$ cat config.mk
export PLATFORM = sky130hd
export DESIGN_NAME = lc3b_ex_pipeline
export DESIGN_NICKNAME = d
export VERILOG_FILES = /design/src/verilog/lc3b_pkg.sv /design/src/verilog/lc3b_decode.sv /design/src/verilog/lc3b_stage_reg.sv /design/src/verilog/lc3b_alu.sv /design/src/verilog/lc3b_execute.sv /design/src/verilog/lc3b_ex_pipeline.sv
export SDC_FILE = /design/constraint.sdc
export NUM_CORES = 1
export LEC_CHECK = 0
export ABC_AREA = 1
export BUFFER_PORTS_ARGS = -buffer_cell sky130_fd_sc_hd__buf_2
export CAP_MARGIN = 20
export CORE_MARGIN = 2
export CORE_UTILIZATION = 50
export CTS_CLUSTER_SIZE = 30
export DETAILED_ROUTE_END_ITERATION = 10
export GPL_ROUTABILITY_DRIVEN = 0
export GPL_TIMING_DRIVEN = 1
export PLACE_DENSITY = 0.69
export SLEW_MARGIN = 5
export SYNTH_ARGS = -nofsm -noshare
export SYNTH_HDL_FRONTEND = slang
export SYNTH_HIERARCHICAL = 1
export SYNTH_SLANG_ARGS = --single-unit
$ cat constraint.sdc
create_clock -name clk -period 3.6 [get_ports clk]
set_input_delay 0.36 -clock clk [delete_from_list [all_inputs] [get_ports clk]]
set_output_delay 0.36 -clock clk [all_outputs]
set_load 0.03 [all_outputs]
$ cat src/verilog/lc3b_pkg.sv
package lc3b_pkg;

    localparam int word_width = 16;
    localparam int opcode_width = 4;
    localparam int aluop_width = 3;
    localparam int reg_width = 3;
    localparam int nzp_width = 3;
    localparam int addr2_sel_width = 2;

    typedef logic [word_width-1:0] lc3b_word;
    typedef logic [reg_width-1:0] lc3b_reg;
    typedef logic [nzp_width-1:0] lc3b_nzp;

    // Encodings follow the LC-3b ISA, ir[15:12].
    typedef enum logic [opcode_width-1:0]
    {
        op_br   = 4'b0000,
        op_add  = 4'b0001,
        op_ldb  = 4'b0010,
        op_stb  = 4'b0011,
        op_jsr  = 4'b0100,
        op_and  = 4'b0101,
        op_ldr  = 4'b0110,
        op_str  = 4'b0111,
        op_rti  = 4'b1000,
        op_not  = 4'b1001,
        op_ldi  = 4'b1010,
        op_sti  = 4'b1011,
        op_jmp  = 4'b1100,
        op_shf  = 4'b1101,
        op_lea  = 4'b1110,
        op_trap = 4'b1111
    } lc3b_opcode;

    typedef enum logic [aluop_width-1:0]
    {
        alu_add,
        alu_and,
        alu_not,
        alu_pass,
        alu_sll,
        alu_srl,
        alu_sra
    } lc3b_aluop;

    // Offset fed to the address adder.
    typedef enum logic [addr2_sel_width-1:0]
    {
        a2_zero  = 2'b00,
        a2_off6  = 2'b01,
        a2_off9  = 2'b10,
        a2_off11 = 2'b11
    } addr2_sel_t;

endpackage : lc3b_pkg

$ cat src/verilog/lc3b_decode.sv
`timescale 1ns/1ns

module lc3b_decode import lc3b_pkg::*;
(
    input lc3b_word ir,

    output lc3b_opcode opcode,
    output lc3b_aluop aluop,
    output logic sr2_sel,
    output logic addr1_sel,
    output logic trap_sel,
    output logic lshf_enable,
    output logic mem_read,
    output logic mem_write,
    output logic load_cc,
    output logic load_regfile,
    output logic branch,
    output addr2_sel_t addr2_sel,
    output lc3b_reg dr
);

assign opcode = lc3b_opcode'(ir[15:12]);

always_comb
begin
    aluop = alu_pass;
    sr2_sel = 1'b0;
    addr1_sel = 1'b0;
    trap_sel = 1'b0;
    lshf_enable = 1'b0;
    mem_read = 1'b0;
    mem_write = 1'b0;
    load_cc = 1'b0;
    load_regfile = 1'b0;
    branch = 1'b0;
    addr2_sel = a2_zero;
    dr = ir[11:9];

    case (opcode)
        op_add, op_and:
        begin
            aluop = (opcode == op_add) ? alu_add : alu_and;
            // Bit 5 picks imm5 over SR2.
            sr2_sel = ir[5];
            load_cc = 1'b1;
            load_regfile = 1'b1;
        end
        op_not:
        begin
            aluop = alu_not;
            load_cc = 1'b1;
            load_regfile = 1'b1;
        end
        op_shf:
        begin
            if (!ir[4])
                aluop = alu_sll;
            else if (!ir[5])
                aluop = alu_srl;
            else
                aluop = alu_sra;
            load_cc = 1'b1;
            load_regfile = 1'b1;
        end
        op_br:
        begin
            branch = 1'b1;
            addr2_sel = a2_off9;
            lshf_enable = 1'b1;
        end
        op_jmp:
        begin
            branch = 1'b1;
            addr1_sel = 1'b1;
        end
        op_jsr:
        begin
            // JSR is PC relative, JSRR takes the base register.
            branch = 1'b1;
            load_regfile = 1'b1;
            addr1_sel = ~ir[11];
            addr2_sel = ir[11] ? a2_off11 : a2_zero;
            lshf_enable = 1'b1;
            dr = 3'd7;
        end
        op_ldb, op_ldr, op_ldi:
        begin
            mem_read = 1'b1;
            load_cc = 1'b1;
            load_regfile = 1'b1;
            addr1_sel = 1'b1;
            addr2_sel = a2_off6;
            lshf_enable = (opcode != op_ldb);
        end
        op_stb, op_str:
        begin
            mem_write = 1'b1;
            addr1_sel = 1'b1;
            addr2_sel = a2_off6;
            lshf_enable = (opcode == op_str);
        end
        op_sti:
        begin
            // First access only reads the pointer.
            mem_read = 1'b1;
            addr1_sel = 1'b1;
            addr2_sel = a2_off6;
            lshf_enable = 1'b1;
        end
        op_lea:
        begin
            load_regfile = 1'b1;
            addr2_sel = a2_off9;
            lshf_enable = 1'b1;
        end
        op_trap:
        begin
            trap_sel = 1'b1;
            mem_read = 1'b1;
            branch = 1'b1;
            load_regfile = 1'b1;
            dr = 3'd7;
        end
        default:
        begin
            // RTI is treated as a no-op here.
            aluop = alu_pass;
        end
    endcase
end

endmodule : lc3b_decode

$ cat src/verilog/lc3b_stage_reg.sv
`timescale 1ns/1ns

module lc3b_stage_reg
#(
    parameter type payload_t = logic
)
(
    input logic clk,
    input logic reset,
    input logic hold,
    input payload_t d,
    output payload_t q
);

always_ff @(posedge clk)
begin
    if (reset)
        q <= '0;
    else if (!hold)
        q <= d;
end

// A held stage must not move on the following edge.
hold_keeps_q: assert property (@(posedge clk) disable iff (reset)
    (hold && !reset) |=> $stable(q));

endmodule : lc3b_stage_reg

$ cat src/verilog/lc3b_alu.sv
`timescale 1ns/1ns

module lc3b_alu import lc3b_pkg::*;
#(
    parameter int width = 16
)
(
    input lc3b_aluop aluop,
    input logic [width-1:0] a,
    input logic [width-1:0] b,
    output logic [width-1:0] f
);

logic [3:0] shamt;

assign shamt = b[3:0];

always_comb
begin
    case (aluop)
        alu_add:
            f = a + b;
        alu_and:
            f = a & b;
        alu_not:
            f = ~a;
        alu_sll:
            f = a << shamt;
        alu_srl:
            f = a >> shamt;
        alu_sra:
            f = $unsigned($signed(a) >>> shamt);
        default:
            f = a;
    endcase
end

endmodule : lc3b_alu

$ cat src/verilog/lc3b_execute.sv
`timescale 1ns/1ns

module lc3b_execute import lc3b_pkg::*;
#(
    parameter int width = 16
)
(
    input logic clk,
    input logic reset,
    input logic stall,

    input lc3b_opcode opcode,
    input logic sr2_sel,
    input logic addr1_sel,
    input logic trap_sel,
    input logic lshf_enable,
    input addr2_sel_t addr2_sel,
    input logic mem_read,
    input logic mem_write,
    input logic load_cc,
    input logic load_regfile,
    input logic branch,
    input lc3b_reg dr,
    input lc3b_word ir,
    input logic [width-1:0] npc,
    input logic [width-1:0] sr1,
    input logic [width-1:0] sr2,
    input lc3b_nzp cc,
    input logic indirect,
    input logic valid_in,
    input logic [width-1:0] alu_result,

    output logic [width-1:0] alu_b,
    output logic [width-1:0] address,

    output lc3b_opcode rw_opcode,
    output addr2_sel_t rw_addr2_sel,
    output logic rw_mem_read,
    output logic rw_mem_write,
    output logic rw_load_cc,
    output logic rw_load_regfile,
    output logic rw_indirect,
    output logic rewrite_en,
    output logic ex_indirect_stall,

    output logic ex_valid,
    output lc3b_opcode ex_opcode,
    output logic ex_mem_read,
    output logic ex_mem_write,
    output logic ex_indirect,
    output logic ex_load_cc,
    output logic ex_load_regfile,
    output logic ex_br_request,
    output lc3b_reg ex_dr,
    output logic [width-1:0] ex_result,
    output logic [width-1:0] ex_npc,
    output lc3b_nzp ex_cc
);

logic [width-1:0] base;
logic [width-1:0] offset;
logic [width-1:0] offset_adj;
logic [width-1:0] trap_addr;
logic [width-1:0] imm5;
logic is_indirect_op;

assign base = addr1_sel ? sr1 : npc;
assign trap_addr = {{(width-9){1'b0}}, ir[7:0], 1'b0};
assign imm5 = {{(width-5){ir[4]}}, ir[4:0]};

always_comb
begin
    case (addr2_sel)
        a2_off6:
            offset = {{(width-6){ir[5]}}, ir[5:0]};
        a2_off9:
            offset = {{(width-9){ir[8]}}, ir[8:0]};
        a2_off11:
            offset = {{(width-11){ir[10]}}, ir[10:0]};
        default:
            offset = '0;
    endcase
end

assign offset_adj = lshf_enable ? (offset << 1) : offset;
assign address = trap_sel ? trap_addr : (base + offset_adj);

// Shift amount comes from ir[3:0] for SHF.
always_comb
begin
    if (opcode == op_shf)
        alu_b = {{(width-4){1'b0}}, ir[3:0]};
    else if (sr2_sel)
        alu_b = imm5;
    else
        alu_b = sr2;
end

// An unsplit LDI or STI holds decode for one cycle.
assign is_indirect_op = (opcode == op_ldi) || (opcode == op_sti);
assign ex_indirect_stall = valid_in && is_indirect_op && !indirect;
assign rewrite_en = ex_indirect_stall;

// Second access takes its address from the pointer, so offset is zero.
assign rw_opcode = (opcode == op_ldi) ? op_ldr : op_str;
assign rw_addr2_sel = a2_zero;
assign rw_mem_read = (opcode == op_ldi);
assign rw_mem_write = (opcode == op_sti);
assign rw_load_cc = load_cc;
assign rw_load_regfile = load_regfile;
assign rw_indirect = 1'b1;

assign ex_valid = valid_in;
assign ex_opcode = opcode;
assign ex_indirect = indirect;
assign ex_dr = dr;
assign ex_npc = npc;
assign ex_cc = cc;
assign ex_br_request = valid_in && branch;

always_comb
begin
    if (ex_indirect_stall)
    begin
        // Pointer read writes nothing back.
        ex_mem_read = 1'b1;
        ex_mem_write = 1'b0;
        ex_load_cc = 1'b0;
        ex_load_regfile = 1'b0;
    end
    else
    begin
        ex_mem_read = mem_read;
        ex_mem_write = mem_write;
        ex_load_cc = valid_in && load_cc;
        ex_load_regfile = valid_in && load_regfile;
    end
end

// Link value for JSR and TRAP, the effective address for LEA.
always_comb
begin
    if (opcode == op_jsr || opcode == op_trap)
        ex_result = npc;
    else if (opcode == op_lea)
        ex_result = address;
    else
        ex_result = alu_result;
end

// The rewrite in ID/EX must clear the split after one unstalled cycle.
indirect_split_once: assert property (@(posedge clk) disable iff (reset)
    (ex_indirect_stall && !stall) |=> !ex_indirect_stall);

endmodule : lc3b_execute

$ cat src/verilog/lc3b_ex_pipeline.sv
`timescale 1ns/1ns

module lc3b_ex_pipeline import lc3b_pkg::*;
#(
    parameter int width = 16
)
(
    input logic clk,
    input logic reset,

    input lc3b_word ir,
    input lc3b_word npc,
    input lc3b_word sr1,
    input lc3b_word sr2,
    input lc3b_nzp cc_in,
    input logic valid_in,
    input logic stall,

    output logic valid,
    output lc3b_opcode opcode,
    output logic mem_read,
    output logic mem_write,
    output logic indirect,
    output logic load_cc,
    output logic load_regfile,
    output logic br_request,
    output lc3b_reg dr,
    output lc3b_word result,
    output lc3b_word address,
    output lc3b_word npc_out,
    output lc3b_nzp cc_out,
    output logic ex_indirect_stall
);

typedef struct packed {
    logic valid;
    lc3b_opcode opcode;
    lc3b_aluop aluop;
    logic sr2_sel;
    logic addr1_sel;
    logic trap_sel;
    logic lshf_enable;
    addr2_sel_t addr2_sel;
    logic mem_read;
    logic mem_write;
    logic load_cc;
    logic load_regfile;
    logic branch;
    logic indirect;
    lc3b_reg dr;
    lc3b_word ir;
    logic [width-1:0] npc;
    logic [width-1:0] sr1;
    logic [width-1:0] sr2;
    lc3b_nzp cc;
} id_ex_t;

typedef struct packed {
    logic valid;
    lc3b_opcode opcode;
    logic mem_read;
    logic mem_write;
    logic indirect;
    logic load_cc;
    logic load_regfile;
    logic br_request;
    lc3b_reg dr;
    logic [width-1:0] result;
    logic [width-1:0] address;
    logic [width-1:0] npc;
    lc3b_nzp cc;
} ex_mem_t;

id_ex_t dec;
id_ex_t id_ex_d;
id_ex_t id_ex_q;
ex_mem_t ex_mem_d;
ex_mem_t ex_mem_q;

lc3b_opcode rw_opcode;
addr2_sel_t rw_addr2_sel;
logic rw_mem_read;
logic rw_mem_write;
logic rw_load_cc;
logic rw_load_regfile;
logic rw_indirect;
logic rewrite_en;
logic [width-1:0] alu_b;
logic [width-1:0] alu_result;

lc3b_decode decode
(
    .ir(ir),
    .opcode(dec.opcode),
    .aluop(dec.aluop),
    .sr2_sel(dec.sr2_sel),
    .addr1_sel(dec.addr1_sel),
    .trap_sel(dec.trap_sel),
    .lshf_enable(dec.lshf_enable),
    .mem_read(dec.mem_read),
    .mem_write(dec.mem_write),
    .load_cc(dec.load_cc),
    .load_regfile(dec.load_regfile),
    .branch(dec.branch),
    .addr2_sel(dec.addr2_sel),
    .dr(dec.dr)
);

assign dec.valid = valid_in;
assign dec.indirect = 1'b0;
assign dec.ir = ir;
assign dec.npc = npc;
assign dec.sr1 = sr1;
assign dec.sr2 = sr2;
assign dec.cc = cc_in;

// Split LDI/STI is rewritten in place, otherwise take the new instruction.
always_comb
begin
    if (rewrite_en)
    begin
        id_ex_d = id_ex_q;
        id_ex_d.opcode = rw_opcode;
        id_ex_d.addr2_sel = rw_addr2_sel;
        id_ex_d.mem_read = rw_mem_read;
        id_ex_d.mem_write = rw_mem_write;
        id_ex_d.load_cc = rw_load_cc;
        id_ex_d.load_regfile = rw_load_regfile;
        id_ex_d.indirect = rw_indirect;
    end
    else
    begin
        id_ex_d = dec;
    end
end

lc3b_stage_reg #(.payload_t(id_ex_t)) id_ex
(
    .clk(clk),
    .reset(reset),
    .hold(stall),
    .d(id_ex_d),
    .q(id_ex_q)
);

lc3b_alu #(.width(width)) alu
(
    .aluop(id_ex_q.aluop),
    .a(id_ex_q.sr1),
    .b(alu_b),
    .f(alu_result)
);

lc3b_execute #(.width(width)) execute
(
    .clk(clk),
    .reset(reset),
    .stall(stall),
    .opcode(id_ex_q.opcode),
    .sr2_sel(id_ex_q.sr2_sel),
    .addr1_sel(id_ex_q.addr1_sel),
    .trap_sel(id_ex_q.trap_sel),
    .lshf_enable(id_ex_q.lshf_enable),
    .addr2_sel(id_ex_q.addr2_sel),
    .mem_read(id_ex_q.mem_read),
    .mem_write(id_ex_q.mem_write),
    .load_cc(id_ex_q.load_cc),
    .load_regfile(id_ex_q.load_regfile),
    .branch(id_ex_q.branch),
    .dr(id_ex_q.dr),
    .ir(id_ex_q.ir),
    .npc(id_ex_q.npc),
    .sr1(id_ex_q.sr1),
    .sr2(id_ex_q.sr2),
    .cc(id_ex_q.cc),
    .indirect(id_ex_q.indirect),
    .valid_in(id_ex_q.valid),
    .alu_result(alu_result),
    .alu_b(alu_b),
    .address(ex_mem_d.address),
    .rw_opcode(rw_opcode),
    .rw_addr2_sel(rw_addr2_sel),
    .rw_mem_read(rw_mem_read),
    .rw_mem_write(rw_mem_write),
    .rw_load_cc(rw_load_cc),
    .rw_load_regfile(rw_load_regfile),
    .rw_indirect(rw_indirect),
    .rewrite_en(rewrite_en),
    .ex_indirect_stall(ex_indirect_stall),
    .ex_valid(ex_mem_d.valid),
    .ex_opcode(ex_mem_d.opcode),
    .ex_mem_read(ex_mem_d.mem_read),
    .ex_mem_write(ex_mem_d.mem_write),
    .ex_indirect(ex_mem_d.indirect),
    .ex_load_cc(ex_mem_d.load_cc),
    .ex_load_regfile(ex_mem_d.load_regfile),
    .ex_br_request(ex_mem_d.br_request),
    .ex_dr(ex_mem_d.dr),
    .ex_result(ex_mem_d.result),
    .ex_npc(ex_mem_d.npc),
    .ex_cc(ex_mem_d.cc)
);

lc3b_stage_reg #(.payload_t(ex_mem_t)) ex_mem
(
    .clk(clk),
    .reset(reset),
    .hold(stall),
    .d(ex_mem_d),
    .q(ex_mem_q)
);

assign valid = ex_mem_q.valid;
assign opcode = ex_mem_q.opcode;
assign mem_read = ex_mem_q.mem_read;
assign mem_write = ex_mem_q.mem_write;
assign indirect = ex_mem_q.indirect;
assign load_cc = ex_mem_q.load_cc;
assign load_regfile = ex_mem_q.load_regfile;
assign br_request = ex_mem_q.br_request;
assign dr = ex_mem_q.dr;
assign result = ex_mem_q.result;
assign address = ex_mem_q.address;
assign npc_out = ex_mem_q.npc;
assign cc_out = ex_mem_q.cc;

endmodule : lc3b_ex_pipeline

==> run_results.csv <==
group,metric,value,unit
outcome,run_status,"finished, final reports clean",
clock_tree,cts_root_buf,"clkbuf_16",
clock_tree,clockBufferDepth,2,
detailed_routing,dr_total_vias,14300,
clock_tree,cts_hold_buf,0,
placement,place_area,13500,um2
worst_setup_path,crit_required,3960,ps
worst_hold_path,hold_start,"sr1[3]",
timing,slew_headroom,0.321,
timing,hold_viol_final,0,
detailed_routing,ant_nets,0,
detailed_routing,post_drt_via_cell_ratio,5.12,
worst_hold_path,whs_path_depth,5,
yosys,synth_area,13000,um2
power_and_ir_drop,power_frac_seq,0.353,
timing,period_needed,3250,ps
die,start_util,0.512,
layout,area_growth,8.80,%
placement,hpwl,29800,um
placement,dp.cells,2754,
worst_setup_path,cp.arrival,3610,ps
clock_tree,cts_tree,"built",
layout,finalNonFillerCells,2787,
detailed_routing,drc,0,
clock_tree,cts_num_sinks,150,
die,io_pins,137,
timing,final.period_utilization,0.902,
worst_setup_path,crit_type,"reg2reg",
timing,maxSlewViolCount,0,
power_and_ir_drop,ir_drop,0.000298,V
detailed_routing,wl,40100,um
timing,holdWs,224,ps
detailed_routing,wl_per_cell,14.4,um
power_and_ir_drop,netSwitchingFraction,0.379,
power_and_ir_drop,pwr-share-clk,0.352,
placement,port_buffers,136,
power_and_ir_drop,share_comb_of_total_power,0.295,
die,die_w,165,um
timing,setup_viol,0,
power_and_ir_drop,p_switching,2.07,mW
timing,rsz0062_at_grt,"false",
worst_setup_path,start_kind,"flop",
clock_tree,postCtsSetupBuffers,0,
run,maxCapViolCount,0,
global_route,grt_pass1_wl,63900,um
worst_setup_path,r2r_slack,350,ps
worst_setup_path,cp-end-kind,"flop",
global_route,first_global_vias,12700,
worst_hold_path,hold-path-endpoint,"id_ex/q[22]$_SDFFE_PP0N_",
clock_tree,htreeDepth,4,
timing,fin_worst_skew,26.7,ps
global_route,antenna_found_initial,0,
layout,drive_gt1_frac,0.116,
global_route,gr-usage-all-layers,0.296,
worst_setup_path,cp_max_fo,19,
clock_tree,post_cts_resized,0,
worst_setup_path,timing.rr.start,"id_ex/q[86]$_SDFFE_PP0N_",
yosys,synth_warnings,6,
clock_tree,clk_latency,450,ps
layout,finish.net_count,2550,
layout,finalInstanceArea,14100,um2
worst_setup_path,r2r-end,"ex_mem/q[48]$_SDFFE_PP0N_",
global_route,grt_max_degree,116,
power_and_ir_drop,p_int,3.40,mW
timing,tns,0,ps
die,row_count,58,
worst_hold_path,worstHoldPathType,"in2reg",
die,die-area,27200,um2
clock_tree,numCtsBuffers,17,
die,coreArea,25300,um2
yosys,syn_area_per_cell,5.44,um2
layout,diodes,0,
detailed_routing,drt_iter0_markers,1406,
timing,fmax,308,MHz
die,die-height,165,um
detailed_routing,drt-pass1-iter-count,8,
worst_setup_path,worstRegToRegCells,21,
clock_tree,clk_pin_slew,80,ps
power_and_ir_drop,powerDensity,388,nW/um2
timing,worst_slew_pin_slew,1020,ps
power_and_ir_drop,leakage,8.11,nW
global_route,overflow,0,
yosys,synthesis.instances,2386,
-- state kept, by name, indices dropped and copies added (netlist names) --
register / cells
id_ex/q: 85
ex_mem/q: 65
-- layer usage --
layer | vias up | routed length (um) | global-route usage
met5 | - | 0 | 0
li1 | 7262 | - | -
met2 | 573 | 17900 | 0.473
met1 | 6318 | 17300 | 0.393
met3 | 110 | 3290 | 0.0475
met4 | 0 | 1630 | 0.134
-- cell type report --
| cell class | instances | area (um2) |
|---|---|---|
| repair buffers | 180 | 1040 |
| multi-input cells | 1782 | 7850 |
| inverters | 313 | 1190 |
| fillers | 2623 | 11200 |
| clock inverters | 14 | 179 |
| clock buffers | 18 | 439 |
| well taps | 330 | 413 |
| flip-flops and latches | 150 | 3000 |
-- critical path, cell delays in order, from the launching register on --
cell	delay, ps
dfxtp_1	430
nor3_1	90
buf_4	160
nor2_4	320
nand2_1	90
o21ai_1	120
buf_4	180
buf_4	250
nand2_1	160
nand3_1	130
nand2_1	70
o21ai_0	290
o21ai_0	170
nand3_1	100
nand2_1	50
inv_1	40
nor2_1	40
nor2_1	200
nand2_1	80
nand2_1	60
nor2_1	40
nor2_1	120
-- per-stage QoR --
stage	utilization	power (mW)	setup slack, ps
finish	0.557	5.47	353
global route	0.557	5.77	35.9
CTS	0.557	5.47	188
detailed placement	0.532	3.54	218
global placement	0.532	3.52	290
floorplan	-	3.13	704
-- worst max-delay path by stage --
stage	startpoint	end	slack [ps]	depth (start not counted)
after global routing	id_ex/q[86]$_SDFFE_PP0N_	ex_mem/q[48]$_SDFFE_PP0N_	40	22
after detailed placement	id_ex/q[86]$_SDFFE_PP0N_	ex_mem/q[49]$_SDFFE_PP0N_	220	23
after CTS	id_ex/q[86]$_SDFFE_PP0N_	ex_mem/q[41]$_SDFFE_PP0N_	190	21
after floorplan	id_ex/q[87]$_SDFFE_PP0N_	ex_mem/q[37]$_SDFFE_PP0N_	700	18
final	id_ex/q[86]$_SDFFE_PP0N_	ex_mem/q[48]$_SDFFE_PP0N_	350	21
after global placement	id_ex/q[86]$_SDFFE_PP0N_	ex_mem/q[49]$_SDFFE_PP0N_	290	23
-- power groups by stage --
stage | clock network (mW) | logic, mW | registers (mW)
floorplan | 0 | 1.10 | 2.03
global placement | 0 | 1.56 | 1.96
detailed placement | 0 | 1.58 | 1.96
CTS | 1.96 | 1.59 | 1.93
global route | 2.02 | 1.81 | 1.94
finish | 1.93 | 1.61 | 1.93
-- cell usage in the layout, fill, tap and decap left out, types with 4 or more instances in the layout --
cell / count
a31oi_1: 4
nand2_4: 9
nor3_1: 12
inv_1: 296
o21ai_0: 38
clkbuf_16: 17
nand3_2: 9
mux2_2: 9
nor2_4: 4
a21oi_1: 29
buf_2: 135
or2_1: 4
o211ai_1: 8
inv_2: 12
nand2_2: 13
inv_8: 4
nor2_1: 408
ha_1: 33
o22ai_1: 14
dfxtp_1: 150
o21ai_1: 11
buf_4: 42
nand3b_1: 10
conb_1: 6
inv_6: 5
nand3_1: 149
nand2_1: 974
nand4_1: 9
No activity file was read; power rests on OpenSTA's default activity.
